--- src/dram_pkg.sv ---
`default_nettype none

package dram_pkg;

    localparam int BOX_ADDR_W = 8;
    localparam int ING_W      = 12;

    // box number doubles as the memory address
    typedef logic [BOX_ADDR_W-1:0] box_addr_t;
    typedef logic [ING_W-1:0]      ing_amt_t;
    typedef logic [3:0]            month_t;
    typedef logic [4:0]            day_t;

    // saturation limit of one ingredient
    localparam ing_amt_t ING_MAX = 12'd4095;

    // one 64-bit memory word per box
    typedef struct packed {
        ing_amt_t   black_tea;
        ing_amt_t   green_tea;
        ing_amt_t   milk;
        ing_amt_t   pineapple_juice;
        logic [3:0] month_pad;
        month_t     month;
        logic [2:0] day_pad;
        day_t       day;
    } box_t;

    typedef struct packed {
        box_addr_t addr;
        logic      write;
        box_t      data;
    } mem_req_t;

endpackage

`default_nettype wire

--- src/bev_pkg.sv ---
`default_nettype none

package bev_pkg;

    typedef enum logic [1:0] {
        MAKE_DRINK = 2'd0,
        SUPPLY     = 2'd1,
        CHECK_DATE = 2'd2
    } action_t;

    typedef enum logic [2:0] {
        BLACK_TEA                = 3'd0,
        MILK_TEA                 = 3'd1,
        EXTRA_MILK_TEA           = 3'd2,
        GREEN_TEA                = 3'd3,
        GREEN_MILK_TEA           = 3'd4,
        PINEAPPLE_JUICE          = 3'd5,
        SUPER_PINEAPPLE_TEA      = 3'd6,
        SUPER_PINEAPPLE_MILK_TEA = 3'd7
    } bev_type_t;

    typedef enum logic [1:0] {
        L = 2'b00,
        M = 2'b01,
        S = 2'b11
    } bev_size_t;

    typedef enum logic [1:0] {
        NO_ERR = 2'd0,
        NO_EXP = 2'd1,
        NO_ING = 2'd2,
        ING_OF = 2'd3
    } err_t;

    typedef struct packed {
        dram_pkg::month_t month;
        dram_pkg::day_t   day;
    } date_t;

    // drink volumes in units
    localparam logic [9:0] SIZE_S = 10'd480;
    localparam logic [9:0] SIZE_M = 10'd720;
    localparam logic [9:0] SIZE_L = 10'd960;

    // quarters of the volume per ingredient: black, green, milk, pineapple
    localparam logic [2:0] RECIPE_PARTS [0:7][0:3] = '{
        '{3'd4, 3'd0, 3'd0, 3'd0},
        '{3'd3, 3'd0, 3'd1, 3'd0},
        '{3'd2, 3'd0, 3'd2, 3'd0},
        '{3'd0, 3'd4, 3'd0, 3'd0},
        '{3'd0, 3'd2, 3'd2, 3'd0},
        '{3'd0, 3'd0, 3'd0, 3'd4},
        '{3'd2, 3'd0, 3'd0, 3'd2},
        '{3'd2, 3'd0, 3'd1, 3'd1}
    };

    // the shared input word, read according to the strobe that is high
    typedef union packed {
        struct packed {logic [9:0] pad; action_t act;}            d_act;
        struct packed {logic [8:0] pad; bev_type_t bev_type;}     d_type;
        struct packed {logic [9:0] pad; bev_size_t size;}         d_size;
        struct packed {logic [2:0] pad; date_t date;}             d_date;
        struct packed {logic [3:0] pad; dram_pkg::box_addr_t box_no;} d_box;
        dram_pkg::ing_amt_t                                       d_ing;
    } in_bus_t;

    typedef struct packed {
        action_t                        act;
        bev_type_t                      bev_type;
        bev_size_t                      size;
        date_t                          today;
        dram_pkg::box_addr_t            box_no;
        dram_pkg::ing_amt_t [0:3]       sup;
    } order_t;

    typedef struct packed {
        order_t         order;
        dram_pkg::box_t box;
    } fetch_t;

    typedef struct packed {
        err_t err;
        logic complete;
    } result_t;

endpackage

`default_nettype wire

--- src/order_collect.sv ---
`timescale 1ns/1ns
`default_nettype none

module order_collect (
    input  logic             clk,
    input  logic             inf,
    input  logic             sel_action_valid,
    input  logic             type_valid,
    input  logic             size_valid,
    input  logic             date_valid,
    input  logic             box_no_valid,
    input  logic             box_sup_valid,
    input  bev_pkg::in_bus_t in_data,
    output logic             order_valid,
    output bev_pkg::order_t  order
);
    import bev_pkg::*;

    typedef enum logic [2:0] {
        ST_IDLE,
        ST_TYPE,
        ST_SIZE,
        ST_DATE,
        ST_BOX,
        ST_SUP
    } state_t;

    state_t     state;
    state_t     state_nxt;
    logic [1:0] sup_cnt;
    logic       last_sup;

    // fourth refill amount closes a supply order
    assign last_sup = box_sup_valid && (sup_cnt == 2'd3);

    always_ff @(posedge clk or negedge inf)
    begin
        if (!inf)
        begin
            state <= ST_IDLE;
        end
        else
        begin
            state <= state_nxt;
        end
    end

    always_comb
    begin
        state_nxt = state;
        case (state)
            ST_IDLE:
            begin
                if (sel_action_valid)
                begin
                    case (in_data.d_act.act)
                        MAKE_DRINK: state_nxt = ST_TYPE;
                        SUPPLY:     state_nxt = ST_DATE;
                        CHECK_DATE: state_nxt = ST_DATE;
                        default:    state_nxt = ST_IDLE;
                    endcase
                end
            end
            ST_TYPE: state_nxt = type_valid ? ST_SIZE : ST_TYPE;
            ST_SIZE: state_nxt = size_valid ? ST_DATE : ST_SIZE;
            ST_DATE: state_nxt = date_valid ? ST_BOX : ST_DATE;
            ST_BOX:
            begin
                if (box_no_valid)
                begin
                    state_nxt = (order.act == SUPPLY) ? ST_SUP : ST_IDLE;
                end
            end
            ST_SUP:  state_nxt = last_sup ? ST_IDLE : ST_SUP;
            default: state_nxt = ST_IDLE;
        endcase
    end

    // wraps back to zero after the pineapple amount
    always_ff @(posedge clk or negedge inf)
    begin
        if (!inf)
        begin
            sup_cnt     <= 2'd0;
            order_valid <= 1'b0;
        end
        else
        begin
            if (state == ST_SUP && box_sup_valid)
            begin
                sup_cnt <= sup_cnt + 2'd1;
            end
            order_valid <= (state == ST_BOX && box_no_valid && order.act != SUPPLY) ||
                           (state == ST_SUP && last_sup);
        end
    end

    // field capture
    always_ff @(posedge clk)
    begin
        if (state == ST_IDLE && sel_action_valid)
        begin
            order.act <= in_data.d_act.act;
        end
        if (state == ST_TYPE && type_valid)
        begin
            order.bev_type <= in_data.d_type.bev_type;
        end
        if (state == ST_SIZE && size_valid)
        begin
            order.size <= in_data.d_size.size;
        end
        if (state == ST_DATE && date_valid)
        begin
            order.today <= in_data.d_date.date;
        end
        if (state == ST_BOX && box_no_valid)
        begin
            order.box_no <= in_data.d_box.box_no;
        end
        if (state == ST_SUP && box_sup_valid)
        begin
            order.sup[sup_cnt] <= in_data.d_ing;
        end
    end

endmodule

`default_nettype wire

--- src/dram_bridge.sv ---
`timescale 1ns/1ns
`default_nettype none

module dram_bridge (
    input  logic               clk,
    input  logic               inf,
    input  logic               order_valid,
    input  bev_pkg::order_t    order,
    output logic               fetch_valid,
    output bev_pkg::fetch_t    fetch,
    input  logic               wb_valid,
    input  dram_pkg::box_t     wb_box,
    output logic               mem_req_valid,
    output dram_pkg::mem_req_t mem_req,
    input  logic               mem_rsp_valid,
    input  dram_pkg::box_t     mem_rsp_data
);
    import bev_pkg::*;
    import dram_pkg::*;

    order_t    cur_order;
    logic      pend_valid;
    box_addr_t wr_addr;
    logic      busy;
    logic      busy_read;
    logic      port_free;
    logic      rd_go;
    box_addr_t rd_addr;

    // the port frees up in the cycle its response arrives
    assign port_free = !busy || mem_rsp_valid;

    // write-back has priority, a read waits for an outstanding write
    assign rd_go   = (order_valid || pend_valid) && port_free && !wb_valid;
    assign rd_addr = order_valid ? order.box_no : cur_order.box_no;

    always_ff @(posedge clk or negedge inf)
    begin
        if (!inf)
        begin
            pend_valid    <= 1'b0;
            busy          <= 1'b0;
            busy_read     <= 1'b0;
            mem_req_valid <= 1'b0;
            fetch_valid   <= 1'b0;
        end
        else
        begin
            mem_req_valid <= wb_valid || rd_go;
            fetch_valid   <= mem_rsp_valid && busy && busy_read;

            if (rd_go)
            begin
                pend_valid <= 1'b0;
            end
            else if (order_valid)
            begin
                pend_valid <= 1'b1;
            end

            if (wb_valid || rd_go)
            begin
                busy      <= 1'b1;
                busy_read <= rd_go;
            end
            else if (mem_rsp_valid)
            begin
                busy <= 1'b0;
            end
        end
    end

    // request and fetch payload
    always_ff @(posedge clk)
    begin
        if (order_valid)
        begin
            cur_order <= order;
        end

        if (rd_go)
        begin
            wr_addr       <= rd_addr;
            mem_req.addr  <= rd_addr;
            mem_req.write <= 1'b0;
            mem_req.data  <= '0;
        end
        else if (wb_valid)
        begin
            // updated box goes back where it was read from
            mem_req.addr  <= wr_addr;
            mem_req.write <= 1'b1;
            mem_req.data  <= wb_box;
        end

        if (mem_rsp_valid && busy_read)
        begin
            fetch.order <= cur_order;
            fetch.box   <= mem_rsp_data;
        end
    end

endmodule

`default_nettype wire

--- src/inventory_calc.sv ---
`timescale 1ns/1ns
`default_nettype none

module inventory_calc (
    input  logic             clk,
    input  logic             inf,
    input  logic             fetch_valid,
    input  bev_pkg::fetch_t  fetch,
    output logic             out_valid,
    output bev_pkg::result_t result,
    output logic             wb_valid,
    output dram_pkg::box_t   wb_box
);
    import bev_pkg::*;
    import dram_pkg::*;

    ing_amt_t [0:3]     box_ing;
    ing_amt_t [0:3]     new_ing;
    logic [9:0]         vol;
    logic [9:0]         quarter;
    logic [9:0]         used [0:3];
    logic signed [13:0] remain [0:3];
    logic [12:0]        sum [0:3];
    logic               expired;
    logic               short_any;
    logic               over_any;
    err_t               err;
    logic               write_back;
    box_t               new_box;

    assign box_ing = {fetch.box.black_tea, fetch.box.green_tea,
                      fetch.box.milk, fetch.box.pineapple_juice};

    // still good if its month is later, or same month and day not passed
    assign expired = !((fetch.box.month > fetch.order.today.month) ||
                       (fetch.box.month == fetch.order.today.month &&
                        fetch.box.day >= fetch.order.today.day));

    always_comb
    begin
        case (fetch.order.size)
            S:       vol = SIZE_S;
            M:       vol = SIZE_M;
            L:       vol = SIZE_L;
            default: vol = 10'd0;
        endcase
    end

    assign quarter = vol >> 2;

    always_comb
    begin
        short_any = 1'b0;
        over_any  = 1'b0;
        for (int i = 0; i < 4; i++)
        begin
            used[i]   = quarter * {7'd0, RECIPE_PARTS[fetch.order.bev_type][i]};
            remain[i] = $signed({2'b00, box_ing[i]}) - $signed({4'b0000, used[i]});
            sum[i]    = {1'b0, box_ing[i]} + {1'b0, fetch.order.sup[i]};
            short_any = short_any | remain[i][13];
            over_any  = over_any | (sum[i] > {1'b0, ING_MAX});
            if (fetch.order.act == SUPPLY)
            begin
                new_ing[i] = (sum[i] > {1'b0, ING_MAX}) ? ING_MAX : sum[i][11:0];
            end
            else
            begin
                new_ing[i] = remain[i][11:0];
            end
        end
    end

    // drinks keep the stored date, refills restamp it
    always_comb
    begin
        new_box                 = fetch.box;
        new_box.black_tea       = new_ing[0];
        new_box.green_tea       = new_ing[1];
        new_box.milk            = new_ing[2];
        new_box.pineapple_juice = new_ing[3];
        if (fetch.order.act == SUPPLY)
        begin
            new_box.month_pad = '0;
            new_box.month     = fetch.order.today.month;
            new_box.day_pad   = '0;
            new_box.day       = fetch.order.today.day;
        end
    end

    always_comb
    begin
        err        = NO_ERR;
        write_back = 1'b0;
        case (fetch.order.act)
            MAKE_DRINK:
            begin
                if (expired)
                begin
                    err = NO_EXP;
                end
                else if (short_any)
                begin
                    err = NO_ING;
                end
                else
                begin
                    write_back = 1'b1;
                end
            end
            SUPPLY:
            begin
                err        = over_any ? ING_OF : NO_ERR;
                write_back = 1'b1;
            end
            CHECK_DATE: err = expired ? NO_EXP : NO_ERR;
            default:    err = NO_ERR;
        endcase
    end

    always_ff @(posedge clk or negedge inf)
    begin
        if (!inf)
        begin
            out_valid <= 1'b0;
            wb_valid  <= 1'b0;
            result    <= '{err: NO_ERR, complete: 1'b0};
        end
        else
        begin
            out_valid <= fetch_valid;
            wb_valid  <= fetch_valid && write_back;
            if (fetch_valid)
            begin
                result <= '{err: err, complete: (err == NO_ERR)};
            end
            else
            begin
                result <= '{err: NO_ERR, complete: 1'b0};
            end
        end
    end

    always_ff @(posedge clk)
    begin
        if (fetch_valid)
        begin
            wb_box <= new_box;
        end
    end

endmodule

`default_nettype wire

--- src/bev_top.sv ---
`timescale 1ns/1ns
`default_nettype none

module bev_top (
    input  logic               clk,
    input  logic               inf,
    input  logic               sel_action_valid,
    input  logic               type_valid,
    input  logic               size_valid,
    input  logic               date_valid,
    input  logic               box_no_valid,
    input  logic               box_sup_valid,
    input  bev_pkg::in_bus_t   in_data,
    output logic               out_valid,
    output bev_pkg::result_t   result,
    output logic               mem_req_valid,
    output dram_pkg::mem_req_t mem_req,
    input  logic               mem_rsp_valid,
    input  dram_pkg::box_t     mem_rsp_data
);
    import bev_pkg::*;
    import dram_pkg::*;

    logic   order_valid;
    order_t order;
    logic   fetch_valid;
    fetch_t fetch;
    logic   wb_valid;
    box_t   wb_box;

    order_collect u_collect (
        .clk              (clk),
        .inf              (inf),
        .sel_action_valid (sel_action_valid),
        .type_valid       (type_valid),
        .size_valid       (size_valid),
        .date_valid       (date_valid),
        .box_no_valid     (box_no_valid),
        .box_sup_valid    (box_sup_valid),
        .in_data          (in_data),
        .order_valid      (order_valid),
        .order            (order)
    );

    dram_bridge u_bridge (
        .clk           (clk),
        .inf           (inf),
        .order_valid   (order_valid),
        .order         (order),
        .fetch_valid   (fetch_valid),
        .fetch         (fetch),
        .wb_valid      (wb_valid),
        .wb_box        (wb_box),
        .mem_req_valid (mem_req_valid),
        .mem_req       (mem_req),
        .mem_rsp_valid (mem_rsp_valid),
        .mem_rsp_data  (mem_rsp_data)
    );

    inventory_calc u_calc (
        .clk         (clk),
        .inf         (inf),
        .fetch_valid (fetch_valid),
        .fetch       (fetch),
        .out_valid   (out_valid),
        .result      (result),
        .wb_valid    (wb_valid),
        .wb_box      (wb_box)
    );

endmodule

`default_nettype wire

--- config.mk ---
export PLATFORM = sky130hd
export DESIGN_NAME = bev_top
export DESIGN_NICKNAME = d
export VERILOG_FILES = /design/src/dram_pkg.sv /design/src/bev_pkg.sv /design/src/order_collect.sv /design/src/dram_bridge.sv /design/src/inventory_calc.sv /design/src/bev_top.sv
export SDC_FILE = /design/constraint.sdc
export NUM_CORES = 1
export LEC_CHECK = 0
export ABC_AREA = 1
export ABC_CLOCK_PERIOD_IN_PS = 6100
export BUFFER_PORTS_ARGS = -buffer_cell sky130_fd_sc_hd__clkbuf_2
export CORE_MARGIN = 2
export CORE_UTILIZATION = 50
export CTS_CLUSTER_DIAMETER = 40
export CTS_CLUSTER_SIZE = 25
export DETAILED_ROUTE_END_ITERATION = 12
export PLACE_DENSITY = 0.73
export SLEW_MARGIN = 20
export SYNTH_ARGS = -nofsm -noshare
export SYNTH_HDL_FRONTEND = slang
export SYNTH_SLANG_ARGS = --single-unit
--- constraint.sdc ---
create_clock -name clk -period 6.1 [get_ports clk]
set_input_delay 0.305 -clock clk [delete_from_list [all_inputs] [get_ports clk]]
set_output_delay 0.305 -clock clk [all_outputs]
set_load 0.005 [all_outputs]
# --- After elaboration in Yosys (flattened, before gate mapping) ---
# Memories as Yosys holds them, arrays and structs flattened.
# Cells that the tools add are included.
# W data, S select, Z words.
totals:
  ff_bits: 433
  romBits: 96
  inputBits: 85
  n_memories: 1
mem_list:
  columns: ["name", "words", "word_bits", "read_ports", "rd_clocked_by_memory_dff", "write_ports", "line", "rtl"]
  rows:
  - ["(name not given)", 8, 12, 1, 0, 0, "inventory_calc.sv:57", "used[i] = quarter * {7'd0, RECIPE_PARTS[fetch.order.bev_type][i]};"]
classes:
  addsub: 9
  multipliers: 4
  magnitude_cmp: 9
  eq_ne: 17
  mux: 40
  n_bitwise: 8
  reduce_logical: 34
ops:
  columns: ["cell", "n"]
  rows:
  - ["$mux W73", 2]
  - ["$mux W12", 12]
  - ["$add A12 B12 Y13", 4]
  - ["$gt A13 B12 Y1 const B", 4]
  - ["$sub A12 B10 Y13", 4]
  - ["$bwmux W48", 1]
  - ["$mul A8 B3 Y10", 4]
  - ["$pmux W10 S3", 1]
  - ["$demux W12 S2", 1]
  - ["$mux W3", 6]
  - ["$pmux W3 S6", 1]
  - ["$logic_and A1 B1 Y1", 17]
  - ["$eq A2 B1 Y1 const B", 4]
  - ["$eq A2 B2 Y1 const B", 4]
  - ["$logic_not A2 Y1", 4]
  - ["$mux W1", 8]
  - ["$mux W2", 4]
  - ["$mux W8", 1]
  - ["$eq A3 B2 Y1 const B", 2]
  - ["$eq A3 B3 Y1 const B", 2]
  - ["$or A1 B1 Y1", 6]
  - ["$pmux W2 S3", 1]
  - ["$reduce_bool A2 Y1", 3]
  - ["$ge A5 B5 Y1", 1]
  - ["other kinds (18)", 24]

# --- Depth between registers and ports, before layout ---
# Gate-level depths: netlist of run 1.
logic_depth:
  depth_word: 14
  depth_mapped: 23
  mapped_depth_nobuf: 23

# --- Hierarchy ---
# Synthesis of run 1 repeated with hierarchy kept, for this count alone.
hier_totals:
  cells_unflattened: 2048
  area_unflattened_um2: 21045.2
modules_own_cells:
  columns: ["mod", "n_inst", "cells_each", "area_each_um2"]
  rows:
  - ["dram_bridge", 1, 706, 9795.6]
  - ["inventory_calc", 1, 1196, 8555.7]
  - ["order_collect", 1, 146, 2693.8]

# --- Least setup slack after synthesis of run 1 ---
# No wires, ideal clock.
synth_timing:
  path_type: "flip-flop to flip-flop"
  startpoint: "register u_bridge.fetch[132] (netlist name)"
  endpoint: "register u_calc.wb_box[63] (netlist name)"
  setup_time_ps: 253
  arrival_time_ps: 3502
  t_required_ps: 5847
  slack_ps: 2345
  path_stages_with_launch: 22
  n_path_buf: 0
  cell_sequence: "edfxtp_1 inv_1 ha_1 o21ai_0 inv_1 nand2_1 fa_1 inv_1 ha_1 inv_1 fa_1 o221ai_1 xnor2_1 ha_1 nand2_1 nand2_1 a211oi_1 nand3_1 nand2_1 nand3_1 o21ai_1 inv_1"

==> impl_metrics.env, run 1 <==
export IMPL_syn_area_per_cell_um2=10.4
export IMPL_worst_ep_arrival_time_ns=4.56
export IMPL_synth_cells=1976
export IMPL_critPathLaunchType="flop"
export IMPL_cts_max_level=2
export IMPL_path_clk_slew_ns=0.06
export IMPL_ys_types=49
export IMPL_grt_max_degree=80
export IMPL_std_cell_rows=74
export IMPL_dp_slack_ns=1.85
export IMPL_drv_cap=0
export IMPL_finalWeightedCongestion=0.900
export IMPL_syn_nets=2212
export IMPL_overflow=0
export IMPL_clk_path_buf_depth=3
export IMPL_p_int_uw=7050
export IMPL_start_util=0.505
export IMPL_clk_latency_ns=0.60
export IMPL_viasPerCell=5.07
export IMPL_n_antenna_cell=0
export IMPL_setup_slack_ns=1.89
export IMPL_clock_sinks=433
export IMPL_hp_class="primary input to flop"
export IMPL_crit_required_ns=6.45
export IMPL_endpoint_kind="flop"
export IMPL_slew_headroom=0.283
export IMPL_power_total_uw=10700
export IMPL_fin_crit_ns=4.21
export IMPL_tritoncts="yes"
export IMPL_portBuffers=162
export IMPL_grt_total_usage=0.223
export IMPL_synth_edff_count=352
export IMPL_io_pins=163
export IMPL_synth_flop_cell="edfxtp_1"
export IMPL_clockRootBuffer="clkbuf_16"
export IMPL_num_vias=14300
export IMPL_die_w_um=207
export IMPL_power_frac_comb=0.299
export IMPL_p_sw_uw=3630
export IMPL_area_delta_synth_final_pct=19.3
export IMPL_fp_dieH_um=207
export IMPL_grt_pass1_wl_um=72500
export IMPL_drive_gt1_frac=0.136
export IMPL_fin_util=0.603
export IMPL_drt_wl_total_um=47600
export IMPL_antenna_found_initial=1
export IMPL_cp_max_fo=6
export IMPL_synth_seq_cells=433
export IMPL_drt_iter0_drc=939
export IMPL_drtAntennaViolNets=0
export IMPL_cts_buffers=57
export IMPL_leakage_uw=0.0112
export IMPL_setup_viol=0
export IMPL_switching_share=0.340
export IMPL_fin_setup_tns_ns=0
export IMPL_period_share=0.691
export IMPL_status="finished, final reports clean"
export IMPL_worst_slew_pin_slew_ns=1.07
export IMPL_num_nets_final=2471
export IMPL_core_area_um2=40600
export IMPL_crit_type="flop to flop"
export IMPL_power_density_nw_per_um2=436
export IMPL_yosysWarnings=0
export IMPL_yosysSeqAreaShare=0.597
export IMPL_hpwl_um=33800
export IMPL_netlist_area_um2=20500
export IMPL_dieArea_um2=42700
export IMPL_finalHoldViolCount=0
export IMPL_cts_repair_resized=0
export IMPL_pwr_share_clk=0.307
export IMPL_p_seq_frac=0.394
export IMPL_finalMaxSlewViolations=0
export IMPL_grt_pass1_vias=13600
export IMPL_drt_pass1_iterations=6
export IMPL_fmax_mhz=237
export IMPL_rsz0062_at_grt="no"
export IMPL_synth_async_reset_ratio=0.0370
export IMPL_wl_per_cell_um=16.9
export IMPL_hold_worst_slack_ns=0.0421
export IMPL_finClkSkew_ns=0.0155
export IMPL_drcViolationCount=0
export IMPL_vdd_drop_max_uv=290
-- final cells by class --
class | instances | area (um^2)
fillers | 3280 | 16100
clock buffers | 69 | 1600
multi-input cells | 1239 | 7100
well taps | 532 | 666
repair buffers | 237 | 1540
flip-flops and latches | 433 | 12300
clock inverters | 39 | 323
inverters | 267 | 1010
-- cell usage after synthesis (2+ instances only) --
cell type,n,area share
a211oi_1,2,0.00073
a21boi_0,2,0.00073
a21o_1,9,0.0033
a21oi_1,80,0.019
a21oi_2,3,0.0013
a22o_1,8,0.0034
a22oi_1,18,0.0066
a31oi_1,4,0.0012
buf_1,3,0.00055
buf_2,15,0.0037
clkbuf_1,18,0.0033
dfrtp_1,16,0.019
dfxtp_1,65,0.063
edfxtp_1,352,0.51
fa_1,16,0.016
ha_1,135,0.082
inv_1,262,0.048
inv_2,4,0.00073
nand2_1,579,0.11
nand2_2,4,0.0012
nand3_1,81,0.020
nand3_2,4,0.0019
nand4_1,12,0.0037
nor2_1,137,0.025
nor2_2,2,0.00061
nor2_4,4,0.0022
nor3_1,6,0.0015
nor4_1,3,0.00091
o21ai_0,32,0.0078
o21ai_1,2,0.00049
o21bai_1,9,0.0033
o221ai_1,2,0.00085
o22a_1,3,0.0013
o22a_2,2,0.00097
o22ai_1,2,0.00061
or2_2,5,0.0015
xnor2_1,35,0.015
xor2_1,29,0.012
-- logic make-up after synthesis --
kind of cell	synth area share
buffers and inverters	0.0571
flip-flops	0.597
XOR/XNOR	0.0273
adder cells (fa/ha/maj)	0.0978
AND/OR/NAND/NOR	0.167
AO/OA/AOI/OAI	0.0533
-- state kept, by name (all words and copies together), names as in the netlist, 2 cells and up --
name	flops
u_bridge.cur_order	72
u_bridge.fetch	128
u_bridge.mem_req	73
u_bridge.wr_addr	8
u_calc.result	3
u_calc.wb_box	64
u_collect.order	72
u_collect.state	3
u_collect.sup_cnt	2
-- metrics by stage --
step	std cells	instance area, um^2
5_1_grt	2816	24500
4_1_cts	2816	24500
2_1_floorplan	1976	20500
6_report	2816	24500
3_3_place_gp	2642	21900
3_5_place_dp	2642	21900
-- final timing paths --
path                                  startpoint               endpoint  slack [ns]  depth (start not counted)
setup / recovery             u_bridge.fetch[132]      u_calc.wb_box[63]        1.89                         20
hold / removal                        date_valid     u_collect.state[0]        0.04                          4
setup reg to reg             u_bridge.fetch[132]      u_calc.wb_box[63]        1.89                         20
hold reg to reg            u_bridge.cur_order[3]     u_bridge.fetch[67]        0.40                          0
max in group asynchronous                    inf  u_collect.order_valid        5.48                          2
min in group asynchronous                    inf       u_calc.result[2]        0.22                          2
-- layer usage --
metal,share of wire,GRT usage
met5,0,0
met4,0.028,0.0788
met3,0.057,0.0312
met2,0.46,0.355
met1,0.46,0.315
-- cells in the final DEF (no fill, tap or decap), types with 12 or more instances in the layout --
cell type	instances
dfxtp_1	65
clkbuf_2	162
o21ai_0	32
a22oi_1	18
fa_1	16
ha_1	135
nand4_1	12
xnor2_1	35
inv_1	258
dfrtp_1	13
a21oi_1	80
edfxtp_1	352
nand3_1	81
nand2_1	579
dlygate4sd3_1	66
nor2_1	135
clkbuf_16	62
xor2_1	29
-- critical path: stages, from the launching register on --
cell	delay (ns)
edfxtp_1	0.42
inv_1	0.13
ha_1	0.23
o21ai_0	0.37
inv_1	0.11
nand2_1	0.09
fa_1	0.41
inv_1	0.07
ha_1	0.17
inv_1	0.06
fa_1	0.40
o221ai_1	0.24
xnor2_1	0.10
ha_1	0.39
nand2_1	0.08
nor2_1	0.14
nand3_1	0.09
nand3_1	0.23
nand3_1	0.11
o21ai_1	0.11
inv_1	0.05
-- power groups by stage --
stage	Combinational (uW)	Clock, uW	Sequential, uW
CTS	3180	3340	4210
finish	3200	3280	4210
global placement	3030	0	4240
detailed placement	3130	0	4260
floorplan	2160	0	4230
global route	3620	3470	4260
-- what timing repair did --
action / CTS / global route
endpoints found under the setup margin: 0 / 0
setup buffers: 0 / 0
hold buffers: 66 / 0
endpoints found under the hold margin: 82 / 0
No activity file was read; power rests on OpenSTA's default activity.
==> inputs of run 2 (changes only) <==
--- a/config.mk
+++ b/config.mk
@@ -5,15 +5,15 @@
 export SDC_FILE = /design/constraint.sdc
 export NUM_CORES = 1
 export LEC_CHECK = 0
-export ABC_AREA = 1
-export ABC_CLOCK_PERIOD_IN_PS = 6100
+export ABC_AREA = 0
+export ABC_CLOCK_PERIOD_IN_PS = 4400
 export BUFFER_PORTS_ARGS = -buffer_cell sky130_fd_sc_hd__clkbuf_2
 export CORE_MARGIN = 2
 export CORE_UTILIZATION = 50
 export CTS_CLUSTER_DIAMETER = 40
 export CTS_CLUSTER_SIZE = 25
 export DETAILED_ROUTE_END_ITERATION = 12
-export PLACE_DENSITY = 0.73
+export PLACE_DENSITY = 0.74
 export SLEW_MARGIN = 20
 export SYNTH_ARGS = -nofsm -noshare
 export SYNTH_HDL_FRONTEND = slang
==> constraint.sdc (replaced) <==
create_clock -name clk -period 4.4 [get_ports clk]
set_input_delay 0.22 -clock clk [delete_from_list [all_inputs] [get_ports clk]]
set_output_delay 0.22 -clock clk [all_outputs]
set_load 0.005 [all_outputs]
==> impl_metrics.env, run 2 <==
export IMPL_clock_sinks=433
export IMPL_tritoncts="yes"
export IMPL_grt_busiest_layer="met2"
export IMPL_ys_types=66
export IMPL_endpoint_kind="flop"
export IMPL_slowest_stage="or4_4"
export IMPL_area_delta_synth_final_pct=23.6
export IMPL_synth_async_reset_ratio=0.0370
export IMPL_drtAntennaViolNets=0
export IMPL_power_density_nw_per_um2=599
export IMPL_syn_area_per_cell_um2=12.7
export IMPL_clockRootBuffer="clkbuf_16"
export IMPL_synth_flop_cell="edfxtp_1"
export IMPL_clk_latency_ns=0.59
export IMPL_netlist_area_um2=19400
export IMPL_hp_class="primary input to flop"
export IMPL_use_met1=0.306
export IMPL_setup_viol=1
export IMPL_die_w_um=201
export IMPL_crit_type="flop to flop"
export IMPL_met2_usage=0.340
export IMPL_status="finished with violations"
export IMPL_std_cell_rows=72
export IMPL_dpl_cell_area_um2=21100
export IMPL_yosysWarnings=0
export IMPL_fmax_mhz=225
export IMPL_clk_path_buf_depth=3
export IMPL_finalMaxSlewViolations=0
export IMPL_path_delay_family="adder cells"
export IMPL_worst_slew_pin_slew_ns=1.10
export IMPL_syn_nets=1758
export IMPL_use_met3=0.0375
export IMPL_synth_edff_count=352
export IMPL_start_util=0.503
export IMPL_period_share=1.01
export IMPL_post_place_cells=2203
export IMPL_fin_cells=2384
export IMPL_fin_crit_ns=4.45
export IMPL_path_buf_inv=4
export IMPL_path_clk_slew_ns=0.06
export IMPL_wl_per_cell_um=18.2
export IMPL_grt_max_degree=88
export IMPL_vdd_drop_max_uv=418
export IMPL_cp_max_fo=5
export IMPL_core_area_um2=38500
export IMPL_grt_total_usage=0.219
export IMPL_critPathLaunchType="flop"
export IMPL_io_pins=163
export IMPL_portBuffers=162
export IMPL_crit_chain="buf_4 > ha_1 > buf_6 > mux2i_4 > nor2b_1 > ha_1 > ha_2 > inv_1 > fa_2 > buf_4 > xor2_1 > ha_1 > and3_1 > o211ai_1 > a31oi_4 > or4_4 > o2111a_1 > or3_1 > and4_1"
export IMPL_synth_top_area_share=0.546
export IMPL_drt_pass1_iterations=5
export IMPL_largest_reg_flops=128
export IMPL_dieArea_um2=40300
export IMPL_finalHoldViolCount=0
export IMPL_dp_slack_ns=-0.0720
export IMPL_finClkSkew_ns=0.0201
export IMPL_hold_worst_slack_ns=0.0196
export IMPL_cpPeakStageDelay_ns=0.50
export IMPL_hpwl_um=30200
export IMPL_n_antenna_cell=0
export IMPL_path_common_cell="ha_1"
export IMPL_final_common_cell="edfxtp_1"
export IMPL_overflow=0
export IMPL_slew_headroom=0.260
export IMPL_failed_checks="setup timing"
export IMPL_synth_most_common_cell="edfxtp_1"
export IMPL_synth_area_top_cells="edfxtp_1 55%, ha_1 8.7%, dfxtp_1 6.7%"
export IMPL_leakage_uw=0.00951
export IMPL_cts_buffers=51
export IMPL_grt_pass1_wl_um=67800
export IMPL_drcViolationCount=0
export IMPL_viasPerCell=5.32
export IMPL_yosysSeqAreaShare=0.634
export IMPL_synth_top_area_cell="edfxtp_1"
export IMPL_final_area_um2=23900
export IMPL_synth_seq_cells=433
export IMPL_drv_cap=0
export IMPL_fin_setup_tns_ns=-0.0525
export IMPL_cts_max_level=2
export IMPL_crit_required_ns=4.87
export IMPL_drt_wl_total_um=43500
export IMPL_finalWeightedCongestion=0.878
export IMPL_synth_cells=1522
export IMPL_fp_dieH_um=201
export IMPL_grt_pass1_vias=12500
export IMPL_yosys_top_cells_count="352 x edfxtp_1, 204 x nand2_1, 135 x ha_1, 116 x o21ai_0, 78 x inv_1"
export IMPL_num_vias=12700
export IMPL_antenna_found_initial=0
export IMPL_num_nets_final=2060
export IMPL_drt_iter0_drc=852
export IMPL_rsz0062_at_grt="yes"
export IMPL_setup_slack_ns=-0.0525
export IMPL_worst_ep_arrival_time_ns=4.92
export IMPL_mostFrequentLayoutCells="352 x edfxtp_1, 201 x nand2_1, 162 x clkbuf_2, 124 x ha_1, 114 x o21ai_0"
export IMPL_largest_register="u_bridge.fetch"
export IMPL_reg_top3="u_bridge.fetch: 128 flops, u_bridge.mem_req: 73 flops"
export IMPL_drive_gt1_frac=0.211
run 2: changes by cell type after synthesis, moves of 13 or more:
| cell | before | now |
|---|---|---|
| nor3_1 | 6 | 23 |
| nand2_1 | 579 | 204 |
| o31ai_1 | 0 | 17 |
| a21o_1 | 9 | 25 |
| nor2_1 | 137 | 70 |
| nand3_1 | 81 | 14 |
| o21ai_0 | 32 | 116 |
| and3_1 | 0 | 13 |
| a22oi_1 | 18 | 5 |
| buf_2 | 15 | 0 |
| inv_1 | 262 | 78 |
| and2_1 | 1 | 27 |
| a31oi_1 | 4 | 17 |
| clkbuf_1 | 18 | 46 |
run 2: final timing paths:
kind | from | endpoint | slack (ns) | depth (start not counted)
hold reg to reg | u_collect.order[64] | u_bridge.cur_order[64] | 0.41 | 0
setup reg to reg | u_bridge.fetch[132] | u_calc.result[0] | -0.05 | 19
min in group asynchronous | inf | u_bridge.mem_req_valid | 0.15 | 2
max in group asynchronous | inf | u_calc.wb_valid | 3.82 | 2
setup / recovery | u_bridge.fetch[132] | u_calc.result[0] | -0.05 | 19
hold / removal | in_data[3] | u_collect.order[59] | 0.02 | 1
run 2: final cells by class:
class | instances | area, um^2
fill | 2952 | 14500
sequential | 433 | 12300
multi-input combinational | 961 | 6890
timing repair buffer | 299 | 2050
clock buffer | 56 | 1340
tap | 518 | 648
clock inverter | 39 | 432
inverter | 78 | 293
run 2: kinds of logic after synthesis:
logic type,Yosys count,share of synthesized area
adder cells (fa/ha/maj),151,0.104
multiplexers,11,0.00633
flip-flops,433,0.634
AO/OA/AOI/OAI,322,0.104
buffers and inverters,128,0.0248
AND/OR/NAND/NOR,408,0.0958
XOR/XNOR,69,0.0312
run 2: power by group:
| group | internal [uW] | leakage, uW | switching, uW |
|---|---|---|---|
| logic | 1810 | 0.00467 | 2400 |
| clock network | 2420 | 0.000844 | 1830 |
| registers | 5400 | 0.00399 | 480 |
| total | 9630 | 0.00951 | 4710 |
run 2: metrics by stage:
stage                     utilization  total power [uW]
after floorplan                     -              8400
after global placement          0.548              9740
after detailed placement        0.548              9880
after CTS                       0.617             14300
after global routing            0.622             15100
final                           0.622             14300
run 2: what timing repair did:
action,4_1_cts,5_1_grt
pin swaps,17,17
endpoints found under the setup margin,2,8
setup buffers,4,9
gates resized for setup,29,31
endpoints found under the hold margin,108,0
hold buffers,73,0
run 2: per-layer routing:
metal  up-vias  part of all wire
met2       357              0.45
li1       6160                 -
met3        87             0.056
met4         0             0.033
met5         -                 0
met1      6068              0.46
==> inputs of run 3 (changes only) <==
--- a/config.mk
+++ b/config.mk
@@ -6,7 +6,7 @@
 export NUM_CORES = 1
 export LEC_CHECK = 0
 export ABC_AREA = 0
-export ABC_CLOCK_PERIOD_IN_PS = 4400
+export ABC_CLOCK_PERIOD_IN_PS = 4600
 export BUFFER_PORTS_ARGS = -buffer_cell sky130_fd_sc_hd__clkbuf_2
 export CORE_MARGIN = 2
 export CORE_UTILIZATION = 50
==> constraint.sdc (replaced) <==
create_clock -name clk -period 4.6 [get_ports clk]
set_input_delay 0.23 -clock clk [delete_from_list [all_inputs] [get_ports clk]]
set_output_delay 0.23 -clock clk [all_outputs]
set_load 0.005 [all_outputs]
==> impl_metrics.env, run 3 (same netlist as run 2, synthesis figures left out) <==
export IMPL_dpl_cell_area_um2=20800
export IMPL_overflow=0
export IMPL_fin_util=0.614
export IMPL_wl_per_cell_um=18.0
export IMPL_drtAntennaViolNets=0
export IMPL_viasPerCell=5.22
export IMPL_hp_class="primary input to flop"
export IMPL_die_w_um=201
export IMPL_grt_total_usage=0.210
export IMPL_std_cell_rows=72
export IMPL_cts_buffers=51
export IMPL_drive_gt1_frac=0.189
export IMPL_worst_ep_arrival_time_ns=5.03
export IMPL_start_util=0.503
export IMPL_fin_crit_ns=4.56
export IMPL_io_pins=163
export IMPL_drt_pass1_iterations=5
export IMPL_mostFrequentLayoutCells="352 x edfxtp_1, 201 x nand2_1, 162 x clkbuf_2, 129 x ha_1, 114 x o21ai_0"
export IMPL_drcViolationCount=0
export IMPL_portBuffers=162
export IMPL_clk_latency_ns=0.59
export IMPL_hpwl_um=29800
export IMPL_worst_slew_pin_slew_ns=0.894
export IMPL_fmax_mhz=220
export IMPL_clockRootBuffer="clkbuf_16"
export IMPL_reg_top3="u_bridge.fetch: 128 flops, u_bridge.mem_req: 73 flops"
export IMPL_endpoint_kind="flop"
export IMPL_path_delay_family="adder cells"
export IMPL_cp_max_fo=4
export IMPL_grt_pass1_wl_um=65500
export IMPL_status="finished, final reports clean"
export IMPL_num_vias=12300
export IMPL_crit_chain="ha_2 > nor2b_4 > and2_4 > inv_2 > fa_1 > inv_1 > ha_1 > a21o_1 > a21oi_2 > xnor2_1 > ha_1 > nand2_1 > nand2_2 > o41a_1 > or3_4 > o2111a_2 > or3_1 > and4_1"
export IMPL_rsz0062_at_grt="yes"
export IMPL_final_area_um2=23600
export IMPL_finalHoldViolCount=0
export IMPL_leakage_uw=0.00937
export IMPL_path_common_cell="ha_1"
export IMPL_final_common_cell="edfxtp_1"
export IMPL_crit_required_ns=5.07
export IMPL_core_area_um2=38500
export IMPL_clk_path_buf_depth=3
export IMPL_tritoncts="yes"
export IMPL_clock_sinks=433
export IMPL_grt_pass1_vias=12000
export IMPL_largest_reg_flops=128
export IMPL_cpPeakStageDelay_ns=0.52
export IMPL_path_buf_inv=2
export IMPL_area_delta_synth_final_pct=22.1
export IMPL_finClkSkew_ns=0.0182
export IMPL_post_place_cells=2172
export IMPL_dieArea_um2=40300
export IMPL_period_share=0.990
export IMPL_fp_dieH_um=201
export IMPL_critPathLaunchType="flop"
export IMPL_largest_register="u_bridge.fetch"
export IMPL_hold_worst_slack_ns=0.0374
export IMPL_cts_max_level=2
export IMPL_num_nets_final=2023
export IMPL_slew_headroom=0.404
export IMPL_drv_cap=0
export IMPL_crit_type="flop to flop"
export IMPL_vdd_drop_max_uv=401
export IMPL_finalMaxSlewViolations=0
export IMPL_antenna_found_initial=2
export IMPL_grt_max_degree=87
export IMPL_drt_iter0_drc=953
export IMPL_fin_cells=2349
export IMPL_power_density_nw_per_um2=576
export IMPL_finalWeightedCongestion=0.885
export IMPL_slowest_stage="fa_1"
export IMPL_setup_viol=0
export IMPL_path_clk_slew_ns=0.07
export IMPL_drt_wl_total_um=42200
==> run 3: what timing repair did <==
action | in CTS | in global routing
hold endpoints to repair | 104 | 0
pin swaps | 1 | 18
endpoints found under the setup margin | 1 | 3
hold buffers | 74 | 0
gates cloned | 0 | 0
resized for setup | 4 | 38
setup buffers | 1 | 5
==> run 3: per-layer routing <==
metal,global-route usage,wire length [um],vias to the layer above
met5,0,0,-
met4,0.0672,1100,0
met3,0.0430,2440,71
met2,0.328,19400,349
met1,0.298,19300,5767
li1,-,-,6078
==> run 3: area by class of cell <==
class / instances / area (um^2)
repair buffers: 262 / 1760
clock inverters: 43 / 557
well taps: 518 / 648
inverters: 78 / 293
flip-flops and latches: 433 / 12300
fillers: 2972 / 14800
diodes: 1 / 2.50
multi-input cells: 961 / 6790
clock buffers: 53 / 1310
==> run 3: final timing paths <==
check / from / end / slack, ns / cells after the start
max reg2reg: u_bridge.fetch[130] / u_calc.result[0] / 0.04 / 18
min: in_data[4] / u_collect.order[4] / 0.04 / 1
max in group asynchronous: inf / u_collect.order_valid / 4.08 / 2
min reg2reg: u_collect.order[11] / u_bridge.cur_order[11] / 0.41 / 0
max: u_bridge.fetch[130] / u_calc.result[0] / 0.04 / 18
min in group asynchronous: inf / u_calc.wb_valid / 0.14 / 2
==> run 3: power breakdown <==
group          internal, uW  switching (uW)
sequential             5170             457
combinational          1560            2210
clock                  2420            1800
total                  9150            4470
==> run 3: worst reg2reg max path, delay by kind of cell, from the launching register on <==
family	cells	cell delay, ns
simple gates	7	1.39
xor+xnor	1	0.09
compound gates	4	1.04
fa+ha+maj	4	1.39
flops	1	0.46
buf+inv	2	0.08
==> run 3: per-stage QoR <==
stage	worst slack [ns]	power, uW	TNS [ns]
6_report	0.0445	13600	0
5_1_grt	-0.0792	14400	-0.132
4_1_cts	0.0105	13600	0
2_1_floorplan	0.126	8030	0
3_5_place_dp	-0.0373	9290	-0.0373
3_3_place_gp	0.0564	9160	0
